<file path="src/common/rv_isa_pkg.sv">
////////////////////////////////////////
// RV32I instruction set definitions
////////////////////////////////////////

`default_nettype none

package rv_isa_pkg;

    typedef logic [31:0] word_t;      // Data or address word
    typedef logic [4:0]  reg_addr_t;  // GPR index
    typedef logic [6:0]  opcode_t;    // Major opcode
    typedef logic [2:0]  funct3_t;
    typedef logic [6:0]  funct7_t;

    // R-type layout, the other formats share these positions
    typedef struct packed {
        funct7_t   funct7;
        reg_addr_t rs2;
        reg_addr_t rs1;
        funct3_t   funct3;
        reg_addr_t rd;
        opcode_t   opcode;
    } insn_fmt_t;

    ////////////////////////////////////////
    // Major opcodes
    ////////////////////////////////////////
    localparam opcode_t OP_LD    = 7'b000_0011;
    localparam opcode_t OP_ST    = 7'b010_0011;
    localparam opcode_t OP_JAL   = 7'b110_1111;
    localparam opcode_t OP_JALR  = 7'b110_0111;
    localparam opcode_t OP_BR    = 7'b110_0011;
    localparam opcode_t OP_ALSI  = 7'b001_0011;  // ALU with immediate
    localparam opcode_t OP_ALS   = 7'b011_0011;  // ALU register-register
    localparam opcode_t OP_LUI   = 7'b011_0111;
    localparam opcode_t OP_AUIPC = 7'b001_0111;

    ////////////////////////////////////////
    // funct3 per group
    ////////////////////////////////////////
    localparam funct3_t F3_LB   = 3'd0;
    localparam funct3_t F3_LH   = 3'd1;
    localparam funct3_t F3_LW   = 3'd2;
    localparam funct3_t F3_LBU  = 3'd4;
    localparam funct3_t F3_LHU  = 3'd5;

    localparam funct3_t F3_SB   = 3'd0;
    localparam funct3_t F3_SH   = 3'd1;
    localparam funct3_t F3_SW   = 3'd2;

    localparam funct3_t F3_BEQ  = 3'd0;
    localparam funct3_t F3_BNE  = 3'd1;
    localparam funct3_t F3_BLT  = 3'd4;
    localparam funct3_t F3_BGE  = 3'd5;
    localparam funct3_t F3_BLTU = 3'd6;
    localparam funct3_t F3_BGEU = 3'd7;

    // Shared by register and immediate forms
    localparam funct3_t F3_ADD  = 3'd0;  // ADD, SUB, ADDI
    localparam funct3_t F3_SLL  = 3'd1;
    localparam funct3_t F3_SLT  = 3'd2;
    localparam funct3_t F3_SLTU = 3'd3;
    localparam funct3_t F3_XOR  = 3'd4;
    localparam funct3_t F3_SR   = 3'd5;  // SRL or SRA by funct7
    localparam funct3_t F3_OR   = 3'd6;
    localparam funct3_t F3_AND  = 3'd7;

    localparam funct7_t F7_BASE = 7'b000_0000;
    localparam funct7_t F7_ALT  = 7'b010_0000;  // SUB, SRA

endpackage

`default_nettype wire

</file>
<file path="src/common/decode_pkg.sv">
////////////////////////////////////////
// Decode types and pipeline structs
////////////////////////////////////////

`default_nettype none

package decode_pkg;

    import rv_isa_pkg::*;

    typedef enum logic [3:0] {
        ALU_NOP, ALU_ADD, ALU_SUB, ALU_SLL, ALU_SRL, ALU_SRA, ALU_XOR, ALU_OR, ALU_AND
    } alu_op_e;

    typedef enum logic [2:0] {
        CMP_NOP, CMP_EQ, CMP_NE, CMP_LT, CMP_GE, CMP_LTU, CMP_GEU
    } cmp_op_e;

    typedef enum logic [3:0] {
        MEM_NOP, MEM_LB, MEM_LH, MEM_LW, MEM_LBU, MEM_LHU, MEM_SB, MEM_SH, MEM_SW
    } mem_op_e;

    // Which EX result goes to the GPR
    typedef enum logic [1:0] {EX_OUT_ALU, EX_OUT_CMP, EX_OUT_PCN} ex_out_sel_e;

    typedef logic [3:0] exp_code_t;
    localparam exp_code_t EXP_NONE    = 4'h0;
    localparam exp_code_t EXP_ILLEGAL = 4'h2;  // mcause value

    typedef enum logic {SRC0_RS1, SRC0_PC} src0_sel_e;
    typedef enum logic [2:0] {
        SRC1_RS2, SRC1_IMM_I, SRC1_IMM_IR, SRC1_IMM_S, SRC1_IMM_B, SRC1_IMM_J, SRC1_IMM_U
    } src1_sel_e;
    typedef enum logic {WB_NPC, WB_IMM_U} wb_sel_e;

    typedef struct packed {
        word_t imm_i;
        word_t imm_ir;  // Shift amount
        word_t imm_s;
        word_t imm_b;
        word_t imm_j;
        word_t imm_u;
    } imm_set_t;

    typedef struct packed {
        alu_op_e     alu_op;
        cmp_op_e     cmp_op;
        mem_op_e     mem_op;
        ex_out_sel_e ex_out_sel;
        src0_sel_e   src0_sel;
        src1_sel_e   src1_sel;
        logic        cmp1_imm;  // Compare against imm_i
        wb_sel_e     wb_sel;
        logic        gpr_we;
        logic        jump_taken;
        logic        is_jalr;
        exp_code_t   exp_code;
    } ctrl_t;

    typedef struct packed {
        logic        valid;
        alu_op_e     alu_op;
        word_t       alu_in_0;
        word_t       alu_in_1;
        cmp_op_e     cmp_op;
        word_t       cmp_in_0;
        word_t       cmp_in_1;
        logic        jump_taken;
        logic        is_jalr;
        mem_op_e     mem_op;
        word_t       mem_wr_data;
        ex_out_sel_e ex_out_sel;
        word_t       gpr_wr_data;
        reg_addr_t   rd_addr;
        logic        gpr_we;
        exp_code_t   exp_code;
    } id_ex_t;

    // No-op control word
    localparam ctrl_t CTRL_BUBBLE = '{
        alu_op: ALU_NOP, cmp_op: CMP_NOP, mem_op: MEM_NOP, ex_out_sel: EX_OUT_ALU,
        src0_sel: SRC0_RS1, src1_sel: SRC1_RS2, cmp1_imm: 1'b0, wb_sel: WB_NPC,
        gpr_we: 1'b0, jump_taken: 1'b0, is_jalr: 1'b0, exp_code: EXP_NONE
    };

    localparam id_ex_t ID_EX_BUBBLE = '{
        valid: 1'b0, alu_op: ALU_NOP, alu_in_0: '0, alu_in_1: '0,
        cmp_op: CMP_NOP, cmp_in_0: '0, cmp_in_1: '0, jump_taken: 1'b0,
        is_jalr: 1'b0, mem_op: MEM_NOP, mem_wr_data: '0, ex_out_sel: EX_OUT_ALU,
        gpr_wr_data: '0, rd_addr: '0, gpr_we: 1'b0, exp_code: EXP_NONE
    };

endpackage

`default_nettype wire

</file>
<file path="src/hw/decoder/imm_gen.sv">
////////////////////////////////////////
// Immediate generator
////////////////////////////////////////

`default_nettype none

module imm_gen (
    input  rv_isa_pkg::word_t    insn,  // Fetched instruction
    output decode_pkg::imm_set_t imm    // All immediate formats
);

    import rv_isa_pkg::*;

    word_t sign_hi;  // Bit 31 replicated

    assign sign_hi = {32{insn[31]}};

    ////////////////////////////////////////
    // Formats
    ////////////////////////////////////////

    // I type, loads / JALR / ALU immediates
    assign imm.imm_i  = {sign_hi[31:12], insn[31:20]};

    // Shift amount only, upper bits follow bit 31
    assign imm.imm_ir = {sign_hi[31:5], insn[24:20]};

    // S type, offset split around rd position
    assign imm.imm_s  = {sign_hi[31:12], insn[31:25], insn[11:7]};

    // B type, half-word aligned
    assign imm.imm_b  = {sign_hi[31:12],
                         insn[7],          // Bit 11
                         insn[30:25],
                         insn[11:8],
                         1'b0};

    // J type, 21-bit reach
    assign imm.imm_j  = {sign_hi[31:20],
                         insn[19:12],
                         insn[20],         // Bit 11
                         insn[30:21],
                         1'b0};

    // U type, low 12 bits cleared
    assign imm.imm_u  = {insn[31:12], 12'h000};

endmodule

`default_nettype wire

</file>
<file path="src/hw/decoder/ctrl_decode.sv">
////////////////////////////////////////
// Control field decoder
////////////////////////////////////////

`default_nettype none

module ctrl_decode (
    input  rv_isa_pkg::word_t insn,   // Fetched instruction
    input  logic              if_en,  // Instruction valid
    output decode_pkg::ctrl_t ctrl
);

    import rv_isa_pkg::*;
    import decode_pkg::*;

    insn_fmt_t fmt;

    assign fmt = insn;

    always_comb begin
        ctrl = CTRL_BUBBLE;  // Defaults, also the bubble
        if (if_en) begin
            case (fmt.opcode)
                ////////////////////////////////////////
                // Loads and stores
                ////////////////////////////////////////
                OP_LD: begin
                    ctrl.alu_op   = ALU_ADD;     // Address = rs1 + imm
                    ctrl.src1_sel = SRC1_IMM_I;
                    ctrl.gpr_we   = 1'b1;
                    case (fmt.funct3)
                        F3_LB:   ctrl.mem_op = MEM_LB;
                        F3_LH:   ctrl.mem_op = MEM_LH;
                        F3_LW:   ctrl.mem_op = MEM_LW;
                        F3_LBU:  ctrl.mem_op = MEM_LBU;
                        F3_LHU:  ctrl.mem_op = MEM_LHU;
                        default: ctrl.exp_code = EXP_ILLEGAL;
                    endcase
                end
                OP_ST: begin
                    ctrl.alu_op   = ALU_ADD;
                    ctrl.src1_sel = SRC1_IMM_S;
                    case (fmt.funct3)
                        F3_SB:   ctrl.mem_op = MEM_SB;
                        F3_SH:   ctrl.mem_op = MEM_SH;
                        F3_SW:   ctrl.mem_op = MEM_SW;
                        default: ctrl.exp_code = EXP_ILLEGAL;
                    endcase
                end

                ////////////////////////////////////////
                // Jumps and branches
                ////////////////////////////////////////
                OP_JALR: begin
                    ctrl.alu_op     = ALU_ADD;     // Target = rs1 + imm
                    ctrl.src1_sel   = SRC1_IMM_I;
                    ctrl.gpr_we     = 1'b1;
                    ctrl.is_jalr    = 1'b1;
                    ctrl.jump_taken = 1'b1;
                    ctrl.ex_out_sel = EX_OUT_PCN;  // Link value npc
                end
                OP_JAL: begin
                    ctrl.alu_op     = ALU_ADD;
                    ctrl.src0_sel   = SRC0_PC;
                    ctrl.src1_sel   = SRC1_IMM_J;
                    ctrl.gpr_we     = 1'b1;
                    ctrl.jump_taken = 1'b1;
                    ctrl.ex_out_sel = EX_OUT_PCN;
                end
                OP_BR: begin
                    // ALU forms the target, comparator decides
                    ctrl.alu_op   = ALU_ADD;
                    ctrl.src0_sel = SRC0_PC;
                    ctrl.src1_sel = SRC1_IMM_B;
                    case (fmt.funct3)
                        F3_BEQ:  ctrl.cmp_op = CMP_EQ;
                        F3_BNE:  ctrl.cmp_op = CMP_NE;
                        F3_BLT:  ctrl.cmp_op = CMP_LT;
                        F3_BGE:  ctrl.cmp_op = CMP_GE;
                        F3_BLTU: ctrl.cmp_op = CMP_LTU;
                        F3_BGEU: ctrl.cmp_op = CMP_GEU;
                        default: ctrl.exp_code = EXP_ILLEGAL;  // funct3 2, 3
                    endcase
                end

                ////////////////////////////////////////
                // ALU operations
                ////////////////////////////////////////
                OP_ALSI: begin
                    ctrl.gpr_we   = 1'b1;
                    ctrl.src1_sel = SRC1_IMM_I;
                    case (fmt.funct3)
                        F3_ADD:  ctrl.alu_op = ALU_ADD;
                        F3_SLL:  ctrl.alu_op = ALU_SLL;   // Low 5 bits of imm_i
                        F3_XOR:  ctrl.alu_op = ALU_XOR;
                        F3_OR:   ctrl.alu_op = ALU_OR;
                        F3_AND:  ctrl.alu_op = ALU_AND;
                        F3_SLT, F3_SLTU: begin
                            ctrl.cmp_op     = (fmt.funct3 == F3_SLT) ? CMP_LT : CMP_LTU;
                            ctrl.cmp1_imm   = 1'b1;
                            ctrl.ex_out_sel = EX_OUT_CMP;
                        end
                        F3_SR: begin
                            ctrl.src1_sel = SRC1_IMM_IR;
                            case (fmt.funct7)
                                F7_BASE: ctrl.alu_op = ALU_SRL;
                                F7_ALT:  ctrl.alu_op = ALU_SRA;
                                default: ctrl.exp_code = EXP_ILLEGAL;
                            endcase
                        end
                        default: ctrl.exp_code = EXP_ILLEGAL;
                    endcase
                end
                OP_ALS: begin
                    ctrl.gpr_we = 1'b1;  // Operands rs1, rs2 by default
                    case (fmt.funct3)
                        F3_ADD: begin
                            case (fmt.funct7)
                                F7_BASE: ctrl.alu_op = ALU_ADD;
                                F7_ALT:  ctrl.alu_op = ALU_SUB;
                                default: ctrl.exp_code = EXP_ILLEGAL;
                            endcase
                        end
                        F3_SLL:  ctrl.alu_op = ALU_SLL;
                        F3_XOR:  ctrl.alu_op = ALU_XOR;
                        F3_OR:   ctrl.alu_op = ALU_OR;
                        F3_AND:  ctrl.alu_op = ALU_AND;
                        F3_SLT, F3_SLTU: begin
                            ctrl.cmp_op     = (fmt.funct3 == F3_SLT) ? CMP_LT : CMP_LTU;
                            ctrl.ex_out_sel = EX_OUT_CMP;
                        end
                        F3_SR: begin
                            case (fmt.funct7)
                                F7_BASE: ctrl.alu_op = ALU_SRL;
                                F7_ALT:  ctrl.alu_op = ALU_SRA;
                                default: ctrl.exp_code = EXP_ILLEGAL;
                            endcase
                        end
                        default: ctrl.exp_code = EXP_ILLEGAL;
                    endcase
                end

                // Upper immediates
                OP_LUI: begin
                    ctrl.gpr_we     = 1'b1;
                    ctrl.wb_sel     = WB_IMM_U;    // Passes through as PCN
                    ctrl.ex_out_sel = EX_OUT_PCN;
                end
                OP_AUIPC: begin
                    ctrl.alu_op   = ALU_ADD;
                    ctrl.src0_sel = SRC0_PC;
                    ctrl.src1_sel = SRC1_IMM_U;
                    ctrl.gpr_we   = 1'b1;
                end
                default: ctrl.exp_code = EXP_ILLEGAL;  // Unknown opcode
            endcase
        end
    end

endmodule

`default_nettype wire

</file>
<file path="src/hw/decoder/operand_mux.sv">
////////////////////////////////////////
// Operand selection
////////////////////////////////////////

`default_nettype none

module operand_mux (
    input  decode_pkg::ctrl_t    ctrl,
    input  decode_pkg::imm_set_t imm,
    input  rv_isa_pkg::word_t    pc,
    input  rv_isa_pkg::word_t    npc,
    input  rv_isa_pkg::word_t    rs1_data,
    input  rv_isa_pkg::word_t    rs2_data,
    input  rv_isa_pkg::reg_addr_t rd_addr,
    output decode_pkg::id_ex_t   next
);

    import decode_pkg::*;

    // ALU second operand
    always_comb begin
        case (ctrl.src1_sel)
            SRC1_IMM_I:  next.alu_in_1 = imm.imm_i;
            SRC1_IMM_IR: next.alu_in_1 = imm.imm_ir;
            SRC1_IMM_S:  next.alu_in_1 = imm.imm_s;
            SRC1_IMM_B:  next.alu_in_1 = imm.imm_b;
            SRC1_IMM_J:  next.alu_in_1 = imm.imm_j;
            SRC1_IMM_U:  next.alu_in_1 = imm.imm_u;
            default:     next.alu_in_1 = rs2_data;
        endcase
    end

    ////////////////////////////////////////
    // Data path
    ////////////////////////////////////////
    assign next.alu_in_0    = (ctrl.src0_sel == SRC0_PC) ? pc : rs1_data;
    assign next.cmp_in_0    = rs1_data;
    assign next.cmp_in_1    = ctrl.cmp1_imm ? imm.imm_i : rs2_data;
    assign next.mem_wr_data = rs2_data;  // Store data
    assign next.gpr_wr_data = (ctrl.wb_sel == WB_IMM_U) ? imm.imm_u : npc;
    assign next.rd_addr     = rd_addr;

    // Control copied through
    assign next.alu_op      = ctrl.alu_op;
    assign next.cmp_op      = ctrl.cmp_op;
    assign next.mem_op      = ctrl.mem_op;
    assign next.ex_out_sel  = ctrl.ex_out_sel;
    assign next.jump_taken  = ctrl.jump_taken;
    assign next.is_jalr     = ctrl.is_jalr;
    assign next.gpr_we      = ctrl.gpr_we;
    assign next.exp_code    = ctrl.exp_code;
    assign next.valid       = 1'b0;  // Replaced by the ID/EX register

endmodule

`default_nettype wire

</file>
<file path="src/hw/id_ex_reg.sv">
////////////////////////////////////////
// ID/EX pipeline register
////////////////////////////////////////

`default_nettype none

module id_ex_reg (
    input  logic               clk,
    input  logic               rst_n,
    input  logic               if_en,  // Stage holds a valid instruction
    input  decode_pkg::id_ex_t next,
    output decode_pkg::id_ex_t id_ex
);

    import decode_pkg::*;

    // One result per cycle, no stall
    always_ff @(posedge clk or negedge rst_n) begin
        if (!rst_n) begin
            id_ex <= ID_EX_BUBBLE;
        end else begin
            id_ex       <= next;   // Ops already NOP when if_en low
            id_ex.valid <= if_en;
        end
    end

endmodule

`default_nettype wire

</file>
<file path="src/hw/id_stage.sv">
////////////////////////////////////////
// Instruction decode stage
////////////////////////////////////////

`default_nettype none

module id_stage (
    input  logic                  clk,
    input  logic                  rst_n,
    input  rv_isa_pkg::word_t     pc,        // PC of insn
    input  rv_isa_pkg::word_t     npc,       // Link address
    input  rv_isa_pkg::word_t     insn,
    input  logic                  if_en,     // Fetch output valid
    input  rv_isa_pkg::word_t     rs1_data,  // From register file
    input  rv_isa_pkg::word_t     rs2_data,
    output rv_isa_pkg::reg_addr_t rs1_addr,  // To register file
    output rv_isa_pkg::reg_addr_t rs2_addr,
    output decode_pkg::id_ex_t    id_ex
);

    import rv_isa_pkg::*;
    import decode_pkg::*;

    insn_fmt_t fmt;
    imm_set_t  imm;
    ctrl_t     ctrl;
    id_ex_t    next;   // Unregistered decode result

    ////////////////////////////////////////
    // Register file addresses
    ////////////////////////////////////////
    assign fmt      = insn;
    assign rs1_addr = fmt.rs1;  // Zero-cycle path
    assign rs2_addr = fmt.rs2;

    imm_gen u_imm_gen (
        .insn (insn),
        .imm  (imm)
    );

    ctrl_decode u_ctrl_decode (
        .insn  (insn),
        .if_en (if_en),
        .ctrl  (ctrl)
    );

    operand_mux u_operand_mux (
        .ctrl     (ctrl),
        .imm      (imm),
        .pc       (pc),
        .npc      (npc),
        .rs1_data (rs1_data),
        .rs2_data (rs2_data),
        .rd_addr  (fmt.rd),
        .next     (next)
    );

    id_ex_reg u_id_ex_reg (
        .clk   (clk),
        .rst_n (rst_n),
        .if_en (if_en),
        .next  (next),
        .id_ex (id_ex)
    );

endmodule

`default_nettype wire

</file>
<file path="config.mk">
export PLATFORM = sky130hd
export DESIGN_NAME = id_stage
export DESIGN_NICKNAME = d
export VERILOG_FILES = /design/src/common/rv_isa_pkg.sv /design/src/common/decode_pkg.sv /design/src/hw/decoder/imm_gen.sv /design/src/hw/decoder/ctrl_decode.sv /design/src/hw/decoder/operand_mux.sv /design/src/hw/id_ex_reg.sv /design/src/hw/id_stage.sv
export SDC_FILE = /design/constraint.sdc
export NUM_CORES = 1
export LEC_CHECK = 0
export BUFFER_PORTS_ARGS = -buffer_cell sky130_fd_sc_hd__buf_2
export CAP_MARGIN = 30
export CORE_MARGIN = 10
export CORE_UTILIZATION = 40
export DETAILED_ROUTE_END_ITERATION = 16
export GPL_ROUTABILITY_DRIVEN = 0
export PLACE_DENSITY = 0.71
export SYNTH_ARGS = -nofsm -noshare
export SYNTH_HDL_FRONTEND = slang
export SYNTH_SLANG_ARGS = --single-unit
</file>
<file path="constraint.sdc">
create_clock -name clk -period 0.8 [get_ports clk]
set_input_delay 0.16 -clock clk [delete_from_list [all_inputs] [get_ports clk]]
set_output_delay 0.16 -clock clk [all_outputs]
set_load 0.03 [all_outputs]
</file>
==> results of run 1 <==
-- timing repair --
action,4_1_cts,5_1_grt
setup endpoints to repair,356,356
resized for setup,576,143
hold buffers,149,1
cloned,8,1
pin swaps,58,49
buffers inserted,32,19
hold endpoints to repair,412,3
-- Yosys cell counts (all sizes together), types with 2 or more instances --
cell type and instances:
dfrtp 215, nand2 86, mux2 53, nor2 36, buf 33, a21oi 21, nor2b 17, o21ai 16
clkbuf 14, nand4 14, inv 13, nand3 8, o2bb2ai 8, a221o 6, nor4 5, a222oi 4
and3b 3, nand2b 3, nor3 3, or4 3, a211oi 2, a31oi 2, and3 2, nor3b 2
o2111ai 2, o211ai 2, o31ai 2
-- report_power, final --
part	leakage [nW]	internal, mW	switching [mW]
registers	2.54	11.4	0.369
clock network	0.392	6.80	4.58
logic	4.78	2.74	3.16
total	7.72	21.0	8.11
-- worst max-delay path by stage --
stage | to | slack, ns
global placement | u_id_ex_reg.id_ex[170] | -1.15
detailed placement | u_id_ex_reg.id_ex[162] | -1.24
CTS | u_id_ex_reg.id_ex[153] | -0.66
finish | u_id_ex_reg.id_ex[168] | -0.75
global route | u_id_ex_reg.id_ex[168] | -0.81
floorplan | u_id_ex_reg.id_ex[170] | -0.91
-- cells by family (layout without fill, tap and decap cells) --
logic type,after synthesis,count (layout),share of synthesized area (%)
buffers and inverters,60,736,4.34
other,1,12,0.0475
DFF,215,215,68.1
and+or+nand+nor,191,191,12.2
muxes,53,53,7.55
AOI/OAI and AO/OA,74,74,7.54
xor gates and xnor gates,2,2,0.222
-- layout by cell type (no fill, tap or decap), types with 7 or more instances in the layout --
cell type / synthesis / layout
nand2_1: 86 / 29
buf_4: 21 / 78
nand3_1: 7 / 7
nand2_4: 0 / 20
inv_1: 12 / 12
dlygate4sd3_1: 0 / 149
nand4_1: 13 / 13
buf_2: 7 / 158
mux2_2: 53 / 32
a21oi_2: 12 / 13
buf_12: 0 / 26
clkbuf_16: 0 / 24
nor2_1: 35 / 15
dfrtp_1: 215 / 215
nand2_2: 0 / 36
buf_6: 4 / 251
buf_8: 0 / 11
nor2_2: 1 / 15
mux2_4: 0 / 21
nor2b_1: 17 / 11
diode_2: 0 / 9
-- final cells by class --
type                            count  area [sq um]
Antenna cell                        9          22.5
Fill cell                         908          3290
Tap cell                          265           332
Clock buffer                       31           666
Inverter                           13          61.3
Timing Repair Buffer              684          6600
Clock inverter                      8           126
Multi-Input combinational cell    323          2990
Sequential cell                   215          5380
-- stage by stage --
step	hold WS (ns)	TNS (ns)	power, mW	utilization (%)	cell area [sq um]
2_1_floorplan	-0.136	-92.24	13.7	-	8120
3_3_place_gp	0.0316	-140.62	15.6	55.9	10900
3_5_place_dp	0.0322	-143.42	15.6	55.9	10900
4_1_cts	-0.0479	-142.87	28.4	79.4	15400
5_1_grt	-0.0384	-166.28	29.8	83.1	16200
6_report	-0.0494	-155.54	29.1	83.1	16200
-- routing by layer --
layer | global-route usage (%) | wire length (um) | vias up
li1 | - | - | 3374
met1 | 30.3 | 13800 | 4040
met2 | 53.9 | 22900 | 509
met3 | 6.90 | 3320 | 144
met4 | 14.4 | 2200 | 0
met5 | 0 | 0 | -
-- critical path: stages --
cell       delay, ns
buf_12          0.11
nand4bb_4       0.24
nor4_2          0.35
buf_4           0.19
nor2_4          0.04
nor3b_4         0.15
buf_4           0.14
buf_6           0.11
a211oi_2        0.16
buf_6           0.20
o2bb2ai_4       0.08
==> results.sh, run 1 <==
export IMPL_grt_antenna_before_repair=10
export IMPL_grt_use_total_pct=29.2
export IMPL_root_buffer="clkbuf_16"
export IMPL_synth_top_cell_area_share_pct=68.1
export IMPL_finalNonFillerCells=1548
export IMPL_antenna_left=0
export IMPL_status="finished with violations"
export IMPL_area_growth_pct=105
export IMPL_cp_arrival_ns=1.92
export IMPL_clk_pin_slew_worst_paths_ns=0.06
export IMPL_place_inst=1301
export IMPL_min_path_cells=3
export IMPL_endpoint_kind="register"
export IMPL_synth_yosys_warnings=0
export IMPL_hold_path_class="input port to register"
export IMPL_post_drt_via_cell_ratio=5.21
export IMPL_cp_max_fo=8
export IMPL_worst_setup_path_type="input port to register"
export IMPL_hold_slack_ns=-0.0494
export IMPL_grt_overflow=0
export IMPL_h_tree_depth=1
export IMPL_place_hpwl_um=23000
export IMPL_hp_start="insn[22]"
export IMPL_layout_setup_ws_ns=-0.748
export IMPL_max_vdd_ir_drop_mv=1.19
export IMPL_fin_crit_sh_pct=194
export IMPL_core_area_sq_um=19500
export IMPL_drive_above_1_share_pct=60.8
export IMPL_synth_area_leaders="dfrtp_1 (68%), mux2_2 (7.6%), nand2_1 (4.1%)"
export IMPL_synth_avg_cell_area_sq_um=13.3
export IMPL_yosys_cell_types_count=60
export IMPL_crit_start="insn[3]"
export IMPL_required_ns=1.18
export IMPL_yosys_area_top_type="dfrtp_1"
export IMPL_num_rows=51
export IMPL_hold_end="u_id_ex_reg.id_ex[151]"
export IMPL_period_needed_ns=1.55
export IMPL_yosys_register_bits=215
export IMPL_largest_reg_flops=215
export IMPL_wirelength_um=42200
export IMPL_drc=0
export IMPL_violations="negative hold slack, negative setup slack"
export IMPL_p_leak_nw=7.72
export IMPL_syn_inst=596
export IMPL_grt_pass1_vias=8834
export IMPL_drt_first_iter_violations=524
export IMPL_die_area_sq_um=25800
export IMPL_drv_slew=0
export IMPL_routedWlPerCell_um=27.3
export IMPL_firstDrtPassIters=5
export IMPL_nets=1423
export IMPL_vias=8067
export IMPL_yosysSeqAreaShare_pct=68.1
export IMPL_grt_pass1_wl_um=57600
export IMPL_clock_sinks=215
export IMPL_cts_tree="yes"
export IMPL_synth_ff_type="dfrtp_1"
export IMPL_syn_area_sq_um=7900
export IMPL_io_pins=391
export IMPL_grt_max_degree=40
export IMPL_hold_viol=1
export IMPL_clock_fmax_mhz=646
export IMPL_cap_violations=0
export IMPL_portBuffers=387
export IMPL_finalSetupViolCount=358
export IMPL_cts_buffers=23
export IMPL_die_height_um=161
export IMPL_synth_enable_flop_cells=0
export IMPL_start_util_pct=40.6
export IMPL_die_w_um=161
export IMPL_cp_start_kind="input port"
export IMPL_power_density_nw_per_um2=1800
export IMPL_async_flop_share_pct=100
export IMPL_dp_slack_ns=-1.24
export IMPL_grt_setup_unrepaired="yes"
export IMPL_clk_path_buf_depth=3
Power figures use the tool's default switching activity.
==> run 2: changes to the inputs <==
--- a/config.mk
+++ b/config.mk
@@ -11,6 +11,7 @@
 export CORE_UTILIZATION = 40
 export DETAILED_ROUTE_END_ITERATION = 16
 export GPL_ROUTABILITY_DRIVEN = 0
+export MAX_ROUTING_LAYER = met4
 export PLACE_DENSITY = 0.71
 export SYNTH_ARGS = -nofsm -noshare
 export SYNTH_HDL_FRONTEND = slang
==> run 2 against run 1 <==
Against the previous run:
- the run still ends with negative hold slack, negative setup slack left
- die area unchanged
- via count grew 0.14%
- final cell count unchanged
- fmax up 0.11%
- design area unchanged
- setup slack improved by 0.0018 ns
- worst hold slack worse by 0.0026 ns
- sequential share of layout area is the same
- combinational power about the same
- non-clock buffer count unchanged
- critical path depth is the same
- utilization did not move
- critical endpoint unchanged
- largest cell class unchanged
- highest routed layer unchanged
==> results.sh, run 2 (synthesized netlist as in run 1, its figures left out) <==
export IMPL_status="finished with violations"
export IMPL_violations="negative hold slack, negative setup slack"
export IMPL_grt_use_total_pct=30.0
export IMPL_drive_above_1_share_pct=60.8
export IMPL_use_met3_pct=6.26
export IMPL_cp_arrival_ns=1.92
export IMPL_power_density_nw_per_um2=1800
export IMPL_path_cells="buf_12 > nand4bb_4 > nor4_2 > buf_4 > nor2_4 > nor3b_4 > buf_4 > buf_6 > a211oi_2 > buf_6 > o2bb2ai_4"
export IMPL_crit_buf_inv=5
export IMPL_crit_cells=11
export IMPL_layout_commonest_cell="buf_6"
export IMPL_max_vdd_ir_drop_mv=1.20
export IMPL_total_power_mw=29.1
export IMPL_grt_pass1_wl_um=57500
export IMPL_vias=8078
export IMPL_grt_setup_unrepaired="yes"
export IMPL_slowest_stage="nor4_2"
export IMPL_h_tree_depth=1
export IMPL_p_leak_nw=7.72
export IMPL_die_height_um=161
export IMPL_period_needed_ns=1.55
export IMPL_fin_area_sq_um=16200
export IMPL_fin_crit_sh_pct=193
export IMPL_post_drt_via_cell_ratio=5.22
export IMPL_seq_power_share_pct=40.6
export IMPL_p_sw_share_pct=27.8
export IMPL_crit_start="insn[3]"
export IMPL_layout_common_cells="buf_6 (251), dfrtp_1 (215), buf_2 (158), dlygate4sd3_1 (149), buf_4 (78)"
export IMPL_cap_violations=0
export IMPL_hold_path_class="input port to register"
export IMPL_cp_slowest_stage_delay_ns=0.34
export IMPL_grt_overflow=0
export IMPL_nets=1423
export IMPL_finalSetupTns_ns=-155.63
export IMPL_drc=0
export IMPL_grt_max_degree=40
export IMPL_start_util_pct=40.6
export IMPL_wirelength_um=41900
export IMPL_required_ns=1.18
export IMPL_firstDrtPassIters=6
export IMPL_drv_slew=0
export IMPL_layout_setup_ws_ns=-0.747
export IMPL_clock_sinks=215
export IMPL_grt_busiest_layer="met2"
export IMPL_die_w_um=161
export IMPL_use_met1_pct=30.7
export IMPL_dp_slack_ns=-1.24
export IMPL_grt_antenna_before_repair=9
export IMPL_clock_power_share_pct=39.1
export IMPL_finalSetupViolCount=358
export IMPL_hold_viol=1
export IMPL_root_buffer="clkbuf_16"
export IMPL_cts_buffers=23
export IMPL_endpoint="u_id_ex_reg.id_ex[168]"
export IMPL_place_hpwl_um=23000
export IMPL_combPwrFrac_pct=20.3
export IMPL_core_area_sq_um=19500
export IMPL_cp_max_fo=8
export IMPL_worst_setup_path_type="input port to register"
export IMPL_hold_slack_ns=-0.0520
export IMPL_cts_tree="yes"
export IMPL_use_met2_pct=53.8
export IMPL_cp_start_kind="input port"
export IMPL_clock_fmax_mhz=647
export IMPL_routedWlPerCell_um=27.1
export IMPL_placed_area_sq_um=10900
export IMPL_endpoint_kind="register"
export IMPL_die_area_sq_um=25800
export IMPL_grt_pass1_vias=8829
export IMPL_antenna_left=0
export IMPL_switchingPower_mw=8.08
export IMPL_area_growth_pct=105
export IMPL_portBuffers=387
export IMPL_num_rows=51
export IMPL_clk_pin_slew_worst_paths_ns=0.06
export IMPL_drt_first_iter_violations=556
export IMPL_largest_reg_flops=215
export IMPL_cp_top_family="simple AND/OR/NAND/NOR gates"
export IMPL_clk_path_buf_depth=3
export IMPL_io_pins=391
export IMPL_intPower_mw=21.0
run 2: cell counts in the layout (fill, tap and decap cells not counted):
No cell type changed its count.
run 2: final cells by class:
class / count / area [sq um]
antenna: 9 / 22.5
clock buffer: 31 / 666
clock inverter: 8 / 126
fill: 903 / 3290
inverter: 13 / 61.3
multi-input combinational: 323 / 2990
sequential: 215 / 5380
tap: 265 / 332
timing repair buffer: 684 / 6600
run 2: how the worst min path moves through the flow:
| stage | start | end | slack [ns] | depth (start not counted) |
|---|---|---|---|---|
| floorplan | rst_n | u_id_ex_reg.id_ex[100] | -0.14 | 0 |
| global placement | rst_n | u_id_ex_reg.id_ex[10] | 0.03 | 1 |
| detailed placement | rst_n | u_id_ex_reg.id_ex[10] | 0.03 | 1 |
| CTS | insn[22] | u_id_ex_reg.id_ex[151] | -0.05 | 3 |
| global route | insn[22] | u_id_ex_reg.id_ex[151] | -0.04 | 3 |
| finish | insn[22] | u_id_ex_reg.id_ex[151] | -0.05 | 3 |
run 2: through the flow:
step / cells / utilization, % / hold WS [ns]
after floorplan: 598 / - / -0.136
after global placement: 1301 / 55.9 / 0.0316
after detailed placement: 1301 / 55.9 / 0.0322
after CTS: 1525 / 79.4 / -0.0479
after global routing: 1548 / 83.1 / -0.0384
final: 1548 / 83.1 / -0.0520
run 2: timing repair:
action	CTS	global route
setup endpoints to repair	356	356
hold buffers	149	1
endpoints found under the hold margin	412	3
buffers inserted	32	19
cloned	8	1
gates resized for setup	576	143
pin swaps	58	49
run 2: per-layer routing:
layer | part of all wire [%] | vias up
li1 | - | 3371
met1 | 34 | 4083
met2 | 54 | 475
met3 | 6.5 | 149
met4 | 5.2 | 0
met5 | 0 | -
run 2: power groups by stage:
stage / combinational [mW] / clock [mW] / sequential [mW]
2_1_floorplan: 0.783 / 0 / 13.0
3_3_place_gp: 3.82 / 0 / 11.8
3_5_place_dp: 3.87 / 0 / 11.8
4_1_cts: 5.42 / 11.3 / 11.7
5_1_grt: 6.11 / 11.9 / 11.8
6_report: 5.90 / 11.4 / 11.8
